File: src/logic/am_consts.svh
// Alignment marker inserter constants.
// Block and field widths, lane count, default marker spacing and the
// fixed marker encoding of each lane.
`ifndef AM_CONSTS_SVH
`define AM_CONSTS_SVH

`define AM_LANES        4     // Lanes in one group.
`define AM_HEAD_W       2     // Sync header width.
`define AM_DATA_W       64    // Payload width.
`define AM_BLOCK_W      66    // Header plus payload.
`define AM_BIP_W        8     // Bit interleaved parity width.
`define AM_ENC_W        24    // Marker bytes M0 to M2.

`define AM_SPACING_DEF  16383 // Data groups between two markers.

// Lane encodings hold M0 in the low byte, so M0 lands in payload byte 0.
`define AM_LANE0_ENC    24'h477690
`define AM_LANE1_ENC    24'hE6C4F0
`define AM_LANE2_ENC    24'h9B65C5
`define AM_LANE3_ENC    24'h3D79A2

`endif

File: src/logic/am_pkg.sv
// Alignment marker inserter types.
// Block, header and parity types, the lane group array, the
// state encoding of the insertion FSM and the sync header values.
`default_nettype none

package am_pkg;

	`include "am_consts.svh"

	// One 66-bit block. The sync header sits in bits 1:0.
	typedef logic [`AM_BLOCK_W-1:0] block_t;

	// The 2-bit sync header.
	typedef logic [`AM_HEAD_W-1:0] head_t;

	// The per-lane bit interleaved parity.
	typedef logic [`AM_BIP_W-1:0] bip_t;

	// One block per lane, lane 0 in the low index.
	typedef block_t [`AM_LANES-1:0] lane_blocks_t;

	// MARK means a marker is waiting for the output slot.
	typedef enum logic {
		MARK = 1'b0,
		PASS = 1'b1
	} fsm_state_t;

	localparam head_t SYNC_DATA = 2'b01; // Header of a data block.
	localparam head_t SYNC_CTRL = 2'b10; // Header of a control block.

endpackage

`default_nettype wire

File: src/logic/am_insert_fsm.sv
// Marker insertion FSM.
// Runs the upstream and downstream handshakes around the single output
// stage and decides for each output slot whether data or a marker is loaded.
// A marker is pending in MARK, or in PASS while the timer flags it due.
`timescale 1ns/1ns
`default_nettype none

module am_insert_fsm
	import am_pkg::*;
(
	input  wire logic clk,
	input  wire logic nreset,
	input  wire logic in_valid_i,
	output logic      in_ready_o,
	input  wire logic out_ready_i,
	output logic      out_valid_o,
	input  wire logic marker_due_i,
	output logic      load_o,
	output logic      marker_v_o,
	output logic      data_sent_o,
	output logic      marker_sent_o
);

	fsm_state_t state_q;
	fsm_state_t state_d;
	logic       out_valid_q;
	logic       slot_free;
	logic       mark_now;

	// The output register can take a group this cycle.
	assign slot_free = !out_valid_q || out_ready_i;

	// A marker goes into the next free slot.
	assign mark_now = (state_q == MARK) || marker_due_i;

	assign in_ready_o  = slot_free && !mark_now; // Upstream waits behind a marker.
	assign load_o      = slot_free && (mark_now || in_valid_i);
	assign marker_v_o  = mark_now;
	assign out_valid_o = out_valid_q;

	assign data_sent_o   = load_o && !mark_now;
	assign marker_sent_o = load_o && mark_now;

	always_comb begin
		state_d = state_q;
		case (state_q)
			MARK: begin
				if (slot_free) begin
					state_d = PASS; // The marker loads this cycle.
				end
			end
			PASS: begin
				// A due marker that cannot load now stays pending.
				if (marker_due_i && !slot_free) begin
					state_d = MARK;
				end
			end
			default: begin
				state_d = MARK;
			end
		endcase
	end

	always_ff @(posedge clk) begin
		if (!nreset) begin
			state_q <= MARK; // The first group after reset is a marker.
		end else begin
			state_q <= state_d;
		end
	end

	always_ff @(posedge clk) begin
		if (!nreset) begin
			out_valid_q <= 1'b0;
		end else if (load_o) begin
			out_valid_q <= 1'b1;
		end else if (out_ready_i) begin
			out_valid_q <= 1'b0; // Taken with nothing new behind it.
		end
	end

endmodule

`default_nettype wire

File: src/logic/am_inserter_top.sv
// Four-lane alignment marker inserter.
// Passes groups of 66-bit blocks through one registered stage and puts
// a marker group in after every AM_SPACING data groups and after reset.
`timescale 1ns/1ns
`default_nettype none
`include "am_consts.svh"

module am_inserter_top
	import am_pkg::*;
#(
	parameter int AM_SPACING = `AM_SPACING_DEF
) (
	input  wire logic         clk,
	input  wire logic         nreset,
	input  wire logic         in_valid_i,
	output logic              in_ready_o,
	input  wire lane_blocks_t in_group_i,
	output logic              out_valid_o,
	input  wire logic         out_ready_i,
	output lane_blocks_t      out_group_o
);

	// Lane 0 in the low index.
	localparam logic [`AM_LANES-1:0][`AM_ENC_W-1:0] LANE_ENCS = {
		`AM_LANE3_ENC, `AM_LANE2_ENC, `AM_LANE1_ENC, `AM_LANE0_ENC
	};

	logic marker_due;
	logic load;
	logic marker_v;
	logic data_sent;
	logic marker_sent;

	am_spacing_timer #(
		.SPACING(AM_SPACING)
	) timer0 (
		.clk          (clk),
		.nreset       (nreset),
		.data_sent_i  (data_sent),
		.marker_sent_i(marker_sent),
		.marker_due_o (marker_due)
	);

	am_insert_fsm fsm0 (
		.clk          (clk),
		.nreset       (nreset),
		.in_valid_i   (in_valid_i),
		.in_ready_o   (in_ready_o),
		.out_ready_i  (out_ready_i),
		.out_valid_o  (out_valid_o),
		.marker_due_i (marker_due),
		.load_o       (load),
		.marker_v_o   (marker_v),
		.data_sent_o  (data_sent),
		.marker_sent_o(marker_sent)
	);

	for (genvar g = 0; g < `AM_LANES; g++) begin : g_lane
		am_lane_tx #(
			.LANE_ENC(LANE_ENCS[g])
		) lane (
			.clk       (clk),
			.nreset    (nreset),
			.load_i    (load),
			.marker_v_i(marker_v),
			.data_i    (in_group_i[g]),
			.data_o    (out_group_o[g])
		);
	end

endmodule

`default_nettype wire

File: src/logic/am_lane_tx.sv
// Alignment marker lane transmitter.
// Builds the lane's marker block, keeps the running BIP3 of all blocks
// sent since the previous marker, and holds the lane's output register.
// The marker payload holds M0..M2, BIP3, ~M0..~M2 and ~BIP3 under a control header.
`timescale 1ns/1ns
`default_nettype none
`include "am_consts.svh"

module am_lane_tx
	import am_pkg::*;
#(
	parameter logic [`AM_ENC_W-1:0] LANE_ENC = `AM_LANE0_ENC
) (
	input  wire logic   clk,
	input  wire logic   nreset,
	input  wire logic   load_i,
	input  wire logic   marker_v_i,
	input  wire block_t data_i,
	output block_t      data_o
);

	bip_t   bip_q;
	block_t marker_blk;
	block_t data_q;

	// Payload bit j counts toward BIP bit j mod 8.
	// Header bits 0 and 1 fold into BIP bits 3 and 4.
	function automatic bip_t block_parity(input block_t blk);
		bip_t par;
		par = '0;
		for (int k = 0; k < `AM_DATA_W / `AM_BIP_W; k++) begin
			par ^= blk[`AM_HEAD_W + k * `AM_BIP_W +: `AM_BIP_W];
		end
		par[3] ^= blk[0];
		par[4] ^= blk[1];
		return par;
	endfunction

	// BIP3 carries the parity up to but not including this marker.
	assign marker_blk = {~bip_q, ~LANE_ENC, bip_q, LANE_ENC, SYNC_CTRL};

	always_ff @(posedge clk) begin
		if (!nreset) begin
			bip_q <= '0;
		end else if (load_i) begin
			if (marker_v_i) begin
				bip_q <= block_parity(marker_blk); // Next period includes this marker.
			end else begin
				bip_q <= bip_q ^ block_parity(data_i);
			end
		end
	end

	always_ff @(posedge clk) begin
		if (load_i) begin
			data_q <= marker_v_i ? marker_blk : data_i;
		end
	end

	assign data_o = data_q;

endmodule

`default_nettype wire

File: src/logic/am_spacing_timer.sv
// Marker spacing timer.
// Counts the data groups loaded since the last marker and flags
// when the next marker is due.
`timescale 1ns/1ns
`default_nettype none

module am_spacing_timer #(
	parameter int SPACING = 16383
) (
	input  wire logic clk,
	input  wire logic nreset,
	input  wire logic data_sent_i,
	input  wire logic marker_sent_i,
	output logic      marker_due_o
);

	localparam int CNT_W = $clog2(SPACING + 1);

	logic [CNT_W-1:0] cnt_q;
	logic             cnt_full;

	assign cnt_full = (cnt_q == CNT_W'(SPACING)); // Spacing reached.

	always_ff @(posedge clk) begin
		if (!nreset) begin
			cnt_q <= '0;
		end else if (marker_sent_i) begin
			cnt_q <= '0; // A new period starts with each marker.
		end else if (data_sent_i && !cnt_full) begin
			cnt_q <= cnt_q + 1'b1;
		end
	end

	// High in the cycle after the last data group of the period and held
	// until the marker has been loaded.
	assign marker_due_o = cnt_full;

endmodule

`default_nettype wire

File: config.mk
export PLATFORM = sky130hd
export DESIGN_NAME = am_inserter_top
export DESIGN_NICKNAME = d
export VERILOG_FILES = /design/src/logic/am_pkg.sv /design/src/logic/am_insert_fsm.sv /design/src/logic/am_inserter_top.sv /design/src/logic/am_lane_tx.sv /design/src/logic/am_spacing_timer.sv
export VERILOG_INCLUDE_DIRS = /design/src /design/src/logic
export SDC_FILE = /design/constraint.sdc
export NUM_CORES = 1
export LEC_CHECK = 0
export ABC_CLOCK_PERIOD_IN_PS = 10050
export BUFFER_PORTS_ARGS = -buffer_cell sky130_fd_sc_hd__buf_2
export CAP_MARGIN = 20
export CORE_AREA = 2 2 210 212
export CTS_CLUSTER_SIZE = 12
export DETAILED_ROUTE_END_ITERATION = 12
export DIE_AREA = 0 0 212 214
export SETUP_SLACK_MARGIN = 0.02
export SYNTH_ARGS = -nofsm -noshare
export SYNTH_HDL_FRONTEND = slang
export SYNTH_SLANG_ARGS = --single-unit
File: constraint.sdc
create_clock -name clk -period 10.05 [get_ports clk]
set_clock_uncertainty 0.05 [all_clocks]
set_input_delay 2.01 -clock clk [delete_from_list [all_inputs] [get_ports clk]]
set_output_delay 2.01 -clock clk [all_outputs]
set_load 0.005 [all_outputs]
## After elaboration in Yosys (flattened, before gate mapping)

Index checks and enable logic that the tools add are counted.

| operators by class | value |
|---|---|
| add/subtract/negate cells | 1 |
| multipliers | 0 |
| divide/modulo/power cells | 0 |
| magnitude comparators | 0 |
| equal/unequal tests | 1 |
| shift operators | 0 |
| muxes and demuxes | 13 |
| bitwise gates (word level) | 70 |
| reduce and logical (&&, ||, !) cells | 15 |

Operators with widths:

| kind | count |
|---|---|
| bitwise XOR 8 bit | 36 |
| 2-to-1 mux 66 bit | 4 |
| 2-to-1 mux 8 bit | 4 |
| inverter 8 bit | 4 |
| inverter 4 bit | 5 |
| inverter 5 bit | 4 |
| inverter 3 bit | 6 |
| adder 14 x 1 -> 14 bit, second input constant | 1 |
| == test 14 bit, second input constant | 1 |
| bitwise XOR 1 bit | 8 |
| logical AND 1 bit | 6 |
| inverter 1 bit | 6 |
| inverter 6 bit | 1 |
| logical NOT 1 bit | 4 |
| 2-to-1 mux 1 bit | 4 |
| logical OR 1 bit | 3 |
| case mux 1 bit (2 select lines) | 1 |
| nonzero test 2 bit | 1 |
| OR reduction 2 bit | 1 |

| storage, ports and cells | value |
|---|---|
| bits in registers | 312 |
| latch bits | 0 |
| bits in writable memories | 0 |
| bits in read-only memories | 0 |
| output and inout port bits | 266 |
| word-level logic and storage cells | 115 |
| memories kept | 0 |

## Depth between registers and ports, before layout

| depth | value |
|---|---|
| word-level depth | 10 |
| mapped depth | 8 |
| gate-level depth less buffers | 6 |

## Modules after synthesis

A second synthesis with hierarchy kept.

| second synthesis, totals | value |
|---|---|
| cell total of the unflattened synthesis | 1,075 |
| area, all modules | 14,609.0 µm² |

Modules (own cells, without submodules):

| module | instances | cells each | area an instance (µm²) | seq. area each (µm²) |
|---|---|---|---|---|
| am_lane_tx | 4 | 245 | 3,444.6 | 2,142.1 |
| am_spacing_timer | 1 | 84 | 713.2 | 280.3 |
| am_insert_fsm | 1 | 11 | 117.6 | 40.0 |

## Worst setup path after synthesis

No wires, ideal clock.

| timing | value |
|---|---|
| kind | input -> register |
| from | input out_ready_i |
| to | register g_lane[0].lane.data_q[0] (enable) |
| data arrival time | 7.676 ns |
| required time | 9.386 ns |
| path slack | 1.710 ns |
| stages on the path | 5 |
| path buffers | 2 |
| cells stage by stage | nand2b_1 > o31ai_2 > buf_6 > clkbuf_1 > inv_1 |

| on the way | value |
|---|---|
| longest elaborated chain between the ends | 2 |

RTL lines:

| item | RTL line | source |
|---|---|---|
| from (decl) | am_inserter_top.sv:19 | `input wire logic out_ready_i,` |
| logical OR 1 bit | am_insert_fsm.sv:31 | `assign slot_free = !out_valid_q \|\| out_ready_i;` |
| logical AND 1 bit | am_insert_fsm.sv:37 | `assign load_o = slot_free && (mark_now \|\| in_valid_i);` |
| via fsm0.load_o | am_insert_fsm.sv:18 | `output logic load_o,` |
| to (signal assigned) | am_lane_tx.sv:56 | `data_q <= marker_v_i ? marker_blk : data_i;` |
| to (decl) | am_lane_tx.sv:24 | `block_t data_q;` |

The timed path passes the listed nets, and every way through them passes these cells.
A chain may end at the register's enable or synchronous reset.

## Worst setup path in the final report

| timing | value |
|---|---|
| from | input out_ready_i |
| to | output in_ready_o |

| on the way | value |
|---|---|
| longest elaborated chain between the ends | 2 |

RTL lines:

| item | RTL line | source |
|---|---|---|
| logical OR 1 bit | am_insert_fsm.sv:31 |  |
| logical AND 1 bit | am_insert_fsm.sv:36 | `assign in_ready_o = slot_free && !mark_now;` |
| to (decl) | am_inserter_top.sv:16 | `output logic in_ready_o,` |

No other way between the ends.

==> impl_summary.log <==
INFO  metric nets_finish = 1,888
INFO  metric holdPathEnd = g_lane[0].lane.bip_q[5]$_SDFFE_PN0N_
INFO  metric worst-slew-pin-transition = about 1.1 ns
INFO  metric final_min_period_over_clock_period = between 40% and 50%
INFO  metric critical_path.startpoint_type = primary input
INFO  metric synth_fa_ha_area_share = less than 1%
INFO  metric vdd_drop_max = between 0.0001 and 0.00015 V
INFO  metric synth-seq-area-share = 63.2%
INFO  metric cts_sinks = around 310
INFO  metric post_cts_buffers = 0
INFO  metric post_synth_mux_area_share = 0%
INFO  metric tns = 0 ns
INFO  metric power.leakage = between 7 and 8 nW
INFO  metric synthesis.instances = roughly 1,100
INFO  metric timing.critical_path.required = 7.99 ns
INFO  metric timing.max_cap.violations = 0
INFO  metric timing.critical_path.max_delay_family = simple AND/OR/NAND/NOR gates
INFO  metric drt_first_pass_iters = 5
INFO  metric cts.htree.levels = 2
INFO  metric gpl_congestion = between 0.8 and 0.9
INFO  metric design.die.area = roughly 45,000 sq um
INFO  metric port_bufs = about 530
INFO  metric drtIter0Drc = ~570
INFO  metric chipHeight = 214 um
INFO  metric overflow = 0
INFO  metric cts.root.buffer_cell = sky130_fd_sc_hd__clkbuf_16
INFO  metric critPathCaptureType = primary output
INFO  metric reg2reg_depth = 6
INFO  metric synth_largest_type_area_fraction = ~56%
INFO  metric detailedPlace.worstSlack = ~5.1 ns
INFO  metric core.rowCount = 76
INFO  metric dieWidth = between 200 and 250 um
INFO  metric post-synth-top-area-cell = sky130_fd_sc_hd__edfxtp_1
INFO  metric final_period_minus_worst_setup_slack = approximately 4.9 ns
INFO  metric synth-xor-area-share = between 10% and 20%
INFO  metric worst_slack = between 5 and 6 ns
INFO  metric yosysWarnings = 0
INFO  metric cts_inserted_buffers = 37
INFO  metric worstPathMaxFanout = 7
INFO  metric worst-endpoint-arrival = 2.87 ns
INFO  metric power_density = around 190 nW/um^2
INFO  metric worst-r2r-setup-slack = 6.49 ns
INFO  metric utilization = between 40% and 50%
INFO  metric synth.lib_cells_used.distinct = 36
INFO  metric fillers = about 4,100
INFO  metric min_path_cells = 2
INFO  metric cts_tree = done
INFO  metric wirelength = 41,900 um
INFO  metric synth_top_family_by_area = XOR/XNOR gates
INFO  metric rr_startpoint = fsm0.state_q$_SDFF_PN0_
INFO  metric start_util = roughly a third
INFO  metric via_count_normalized_by_instance_count = about 4.6
INFO  metric mappedNetlistArea = about 14,000 sq um
INFO  metric holdCritStartpoint = g_lane[0].lane.bip_q[5]$_SDFFE_PN0N_
INFO  metric report.final.hold_viol_count = 0
INFO  metric avgSynthCellArea = approximately 13 sq um
INFO  metric cts_max_path_buffers = 3
INFO  metric highest_attainable_clock_frequency = about 0.20 GHz
INFO  metric final_slew_viol_count = 0
INFO  metric cp_slowest_stage_delay = around 0.45 ns
INFO  metric final_antenna_net_count = 0
INFO  metric leading_cell_types_by_count_after_synthesis = sky130_fd_sc_hd__edfxtp_1, sky130_fd_sc_hd__xnor2_1, sky130_fd_sc_hd__or3_1
INFO  metric cp_num_buf_inv = 2
INFO  metric relSlewSlack = roughly 29%
INFO  metric syn_to_layout_area_delta = 31.4%
INFO  metric placed_cells = 2,165
INFO  metric setup.worst_path.class = in2out
INFO  metric dp.final_hpwl = between 30,000 and 40,000 um
INFO  metric complex_gate_fraction_of_the_synthesized_area = 4.47%
INFO  metric postCtsResizedCells = 0
INFO  metric design.core.area = around 43,000 sq um
INFO  metric setup_viol = 0
INFO  metric ctsHoldBuffers = 0
INFO  metric outcome = complete, no violations
INFO  metric number_of_flops_mapped_to_enable_cells_by_yosys = 264
INFO  metric dr_total_vias = just over 10,000
INFO  metric synth_top_flop_cell = sky130_fd_sc_hd__edfxtp_1
INFO  metric synth_area_leaders = sky130_fd_sc_hd__edfxtp_1, sky130_fd_sc_hd__xnor2_1, sky130_fd_sc_hd__dfxtp_1, sky130_fd_sc_hd__or3_1, sky130_fd_sc_hd__and2_1
INFO  metric residual_drc = 0
INFO  metric ioPinCount = between 500 and 600
INFO  metric ys_ff_latch = 312
INFO  metric unrepaired_setup_endpoints_after_global_routing = false
INFO  metric first_global_vias = ~11,000
INFO  metric grt_start_max_net_pins = roughly 130
INFO  metric synth-async-reset-ratio = 0%
INFO  metric cts.reportedPaths.clkPinSlew = about 0.050 ns
INFO  metric synthesis.nets = 1,363
INFO  metric global_route_wire_length_before_repair = about 62,000 um
INFO  metric yosys.area_share.simple = between 15 and 20%
INFO  metric rr_endpoint = g_lane[1].lane.data_o[41]$_SDFFCE_PN0N_
INFO  metric post_drt_wl_per_cell = about 19 um
INFO  metric drive_above_1_share = 36.3%
INFO  metric cp_slowest_cell = sky130_fd_sc_hd__nor2b_1
INFO  metric layout.cells.non_filler = between 2,000 and 2,500
INFO  metric yosys.cell_count.top_type = sky130_fd_sc_hd__edfxtp_1
INFO  metric grt.total_usage = roughly 18%
INFO  metric clock_latency = around 0.54 ns
INFO  metric critical-path-top-cell-by-count = sky130_fd_sc_hd__buf_2
INFO  metric worst_hold_path_type = reg2reg
INFO  metric initial_antenna_violation_count = 6
INFO  metric path_cells = buf_2 > nor2b_1 > nor2_1 > buf_2
## area by class of cell
class                   instances  area (sq um)  area share [%]
flip-flops and latches        312          8890            48.1
diodes                          4          10.0          0.0542
clock inverters                15          81.3           0.440
multi-input cells             724          4960            26.9
repair buffers                541          2740            14.8
well taps                     585           732            3.96
clock buffers                  53          1040            5.62
inverters                       3          20.0           0.108
## metal layers
metal | routed length, um | part of all wire, % | global-route usage (%)
met1 | 16500 | 39 | 20.9
met2 | 20700 | 49 | 30.8
met3 | 3540 | 8.4 | 5.63
met4 | 1140 | 2.7 | 6.24
met5 | 22 | 0.052 | 0
## worst register-to-register path: stages, from the launching register on
cell,delay [ns]
sky130_fd_sc_hd__dfxtp_1,0.44
sky130_fd_sc_hd__clkinv_2,0.58
sky130_fd_sc_hd__buf_4,0.56
sky130_fd_sc_hd__nor2_4,0.22
sky130_fd_sc_hd__buf_4,0.57
sky130_fd_sc_hd__buf_4,0.64
sky130_fd_sc_hd__and2_1,0.35
## report_power, final
part           switching, W  internal (W)  leakage (nW)
clock              0.000538      0.000722         0.544
combinational      0.000311      0.000273          3.82
sequential        0.0000364       0.00155          2.95
## through the flow
step / hold slack (ns) / cell area [sq um] / total power, W
after detailed placement: 0.425 / 17300 / 0.00220
after CTS: 0.433 / 18500 / 0.00348
final: 0.432 / 18500 / 0.00343
after floorplan: 0.408 / 14100 / 0.00195
after global routing: 0.460 / 18500 / 0.00358
after global placement: 0.417 / 17300 / 0.00219
## state kept, by name, summed over array words and instances (netlist names)
register            flops
g_lane.lane.bip_q      32
timer0.cnt_q           14
fsm0.state_q            1
g_lane.lane.data_o    264
fsm0.out_valid_o        1
## layout by cell type, fill, tap and decap left out, types with 2 or more instances in the layout
| cell type | count |
|---|---|
| sky130_fd_sc_hd__a21oi_1 | 35 |
| sky130_fd_sc_hd__and2_1 | 101 |
| sky130_fd_sc_hd__and3_1 | 5 |
| sky130_fd_sc_hd__and4_1 | 2 |
| sky130_fd_sc_hd__buf_2 | 533 |
| sky130_fd_sc_hd__buf_4 | 7 |
| sky130_fd_sc_hd__clkbuf_1 | 13 |
| sky130_fd_sc_hd__clkbuf_16 | 39 |
| sky130_fd_sc_hd__clkinv_1 | 5 |
| sky130_fd_sc_hd__clkinv_2 | 7 |
| sky130_fd_sc_hd__clkinvlp_4 | 2 |
| sky130_fd_sc_hd__dfxtp_1 | 48 |
| sky130_fd_sc_hd__diode_2 | 4 |
| sky130_fd_sc_hd__edfxtp_1 | 264 |
| sky130_fd_sc_hd__inv_6 | 2 |
| sky130_fd_sc_hd__nand2_1 | 102 |
| sky130_fd_sc_hd__nand3_1 | 9 |
| sky130_fd_sc_hd__nand4_1 | 6 |
| sky130_fd_sc_hd__nor2_1 | 19 |
| sky130_fd_sc_hd__nor3_1 | 2 |
| sky130_fd_sc_hd__o21a_1 | 28 |
| sky130_fd_sc_hd__o21ai_0 | 31 |
| sky130_fd_sc_hd__o21ai_4 | 2 |
| sky130_fd_sc_hd__o311a_1 | 4 |
| sky130_fd_sc_hd__or3_1 | 130 |
| sky130_fd_sc_hd__xnor2_1 | 209 |
| sky130_fd_sc_hd__xnor3_1 | 8 |
| sky130_fd_sc_hd__xor2_1 | 18 |
## worst max-delay path by stage
stage / start / to / slack (ns) / depth (start not counted)
final: out_ready_i / in_ready_o / 5.12 / 4
after CTS: out_ready_i / in_ready_o / 5.11 / 4
after floorplan: out_ready_i / g_lane[0].lane.data_o[0]$_SDFFCE_PN0N_ / 1.71 / 5
after global placement: out_ready_i / in_ready_o / 5.16 / 4
after detailed placement: out_ready_i / in_ready_o / 5.12 / 4
after global routing: out_ready_i / in_ready_o / 5.02 / 4
## cells by family after synthesis
family / Yosys count
AO/OA/AOI/OAI: 104
flip-flops: 312
buffers and inverters: 58
AND/OR/NAND/NOR: 384
adder cells (fa/ha/maj): 1
XOR/XNOR: 235
No activity file was read; power rests on OpenSTA's default activity.
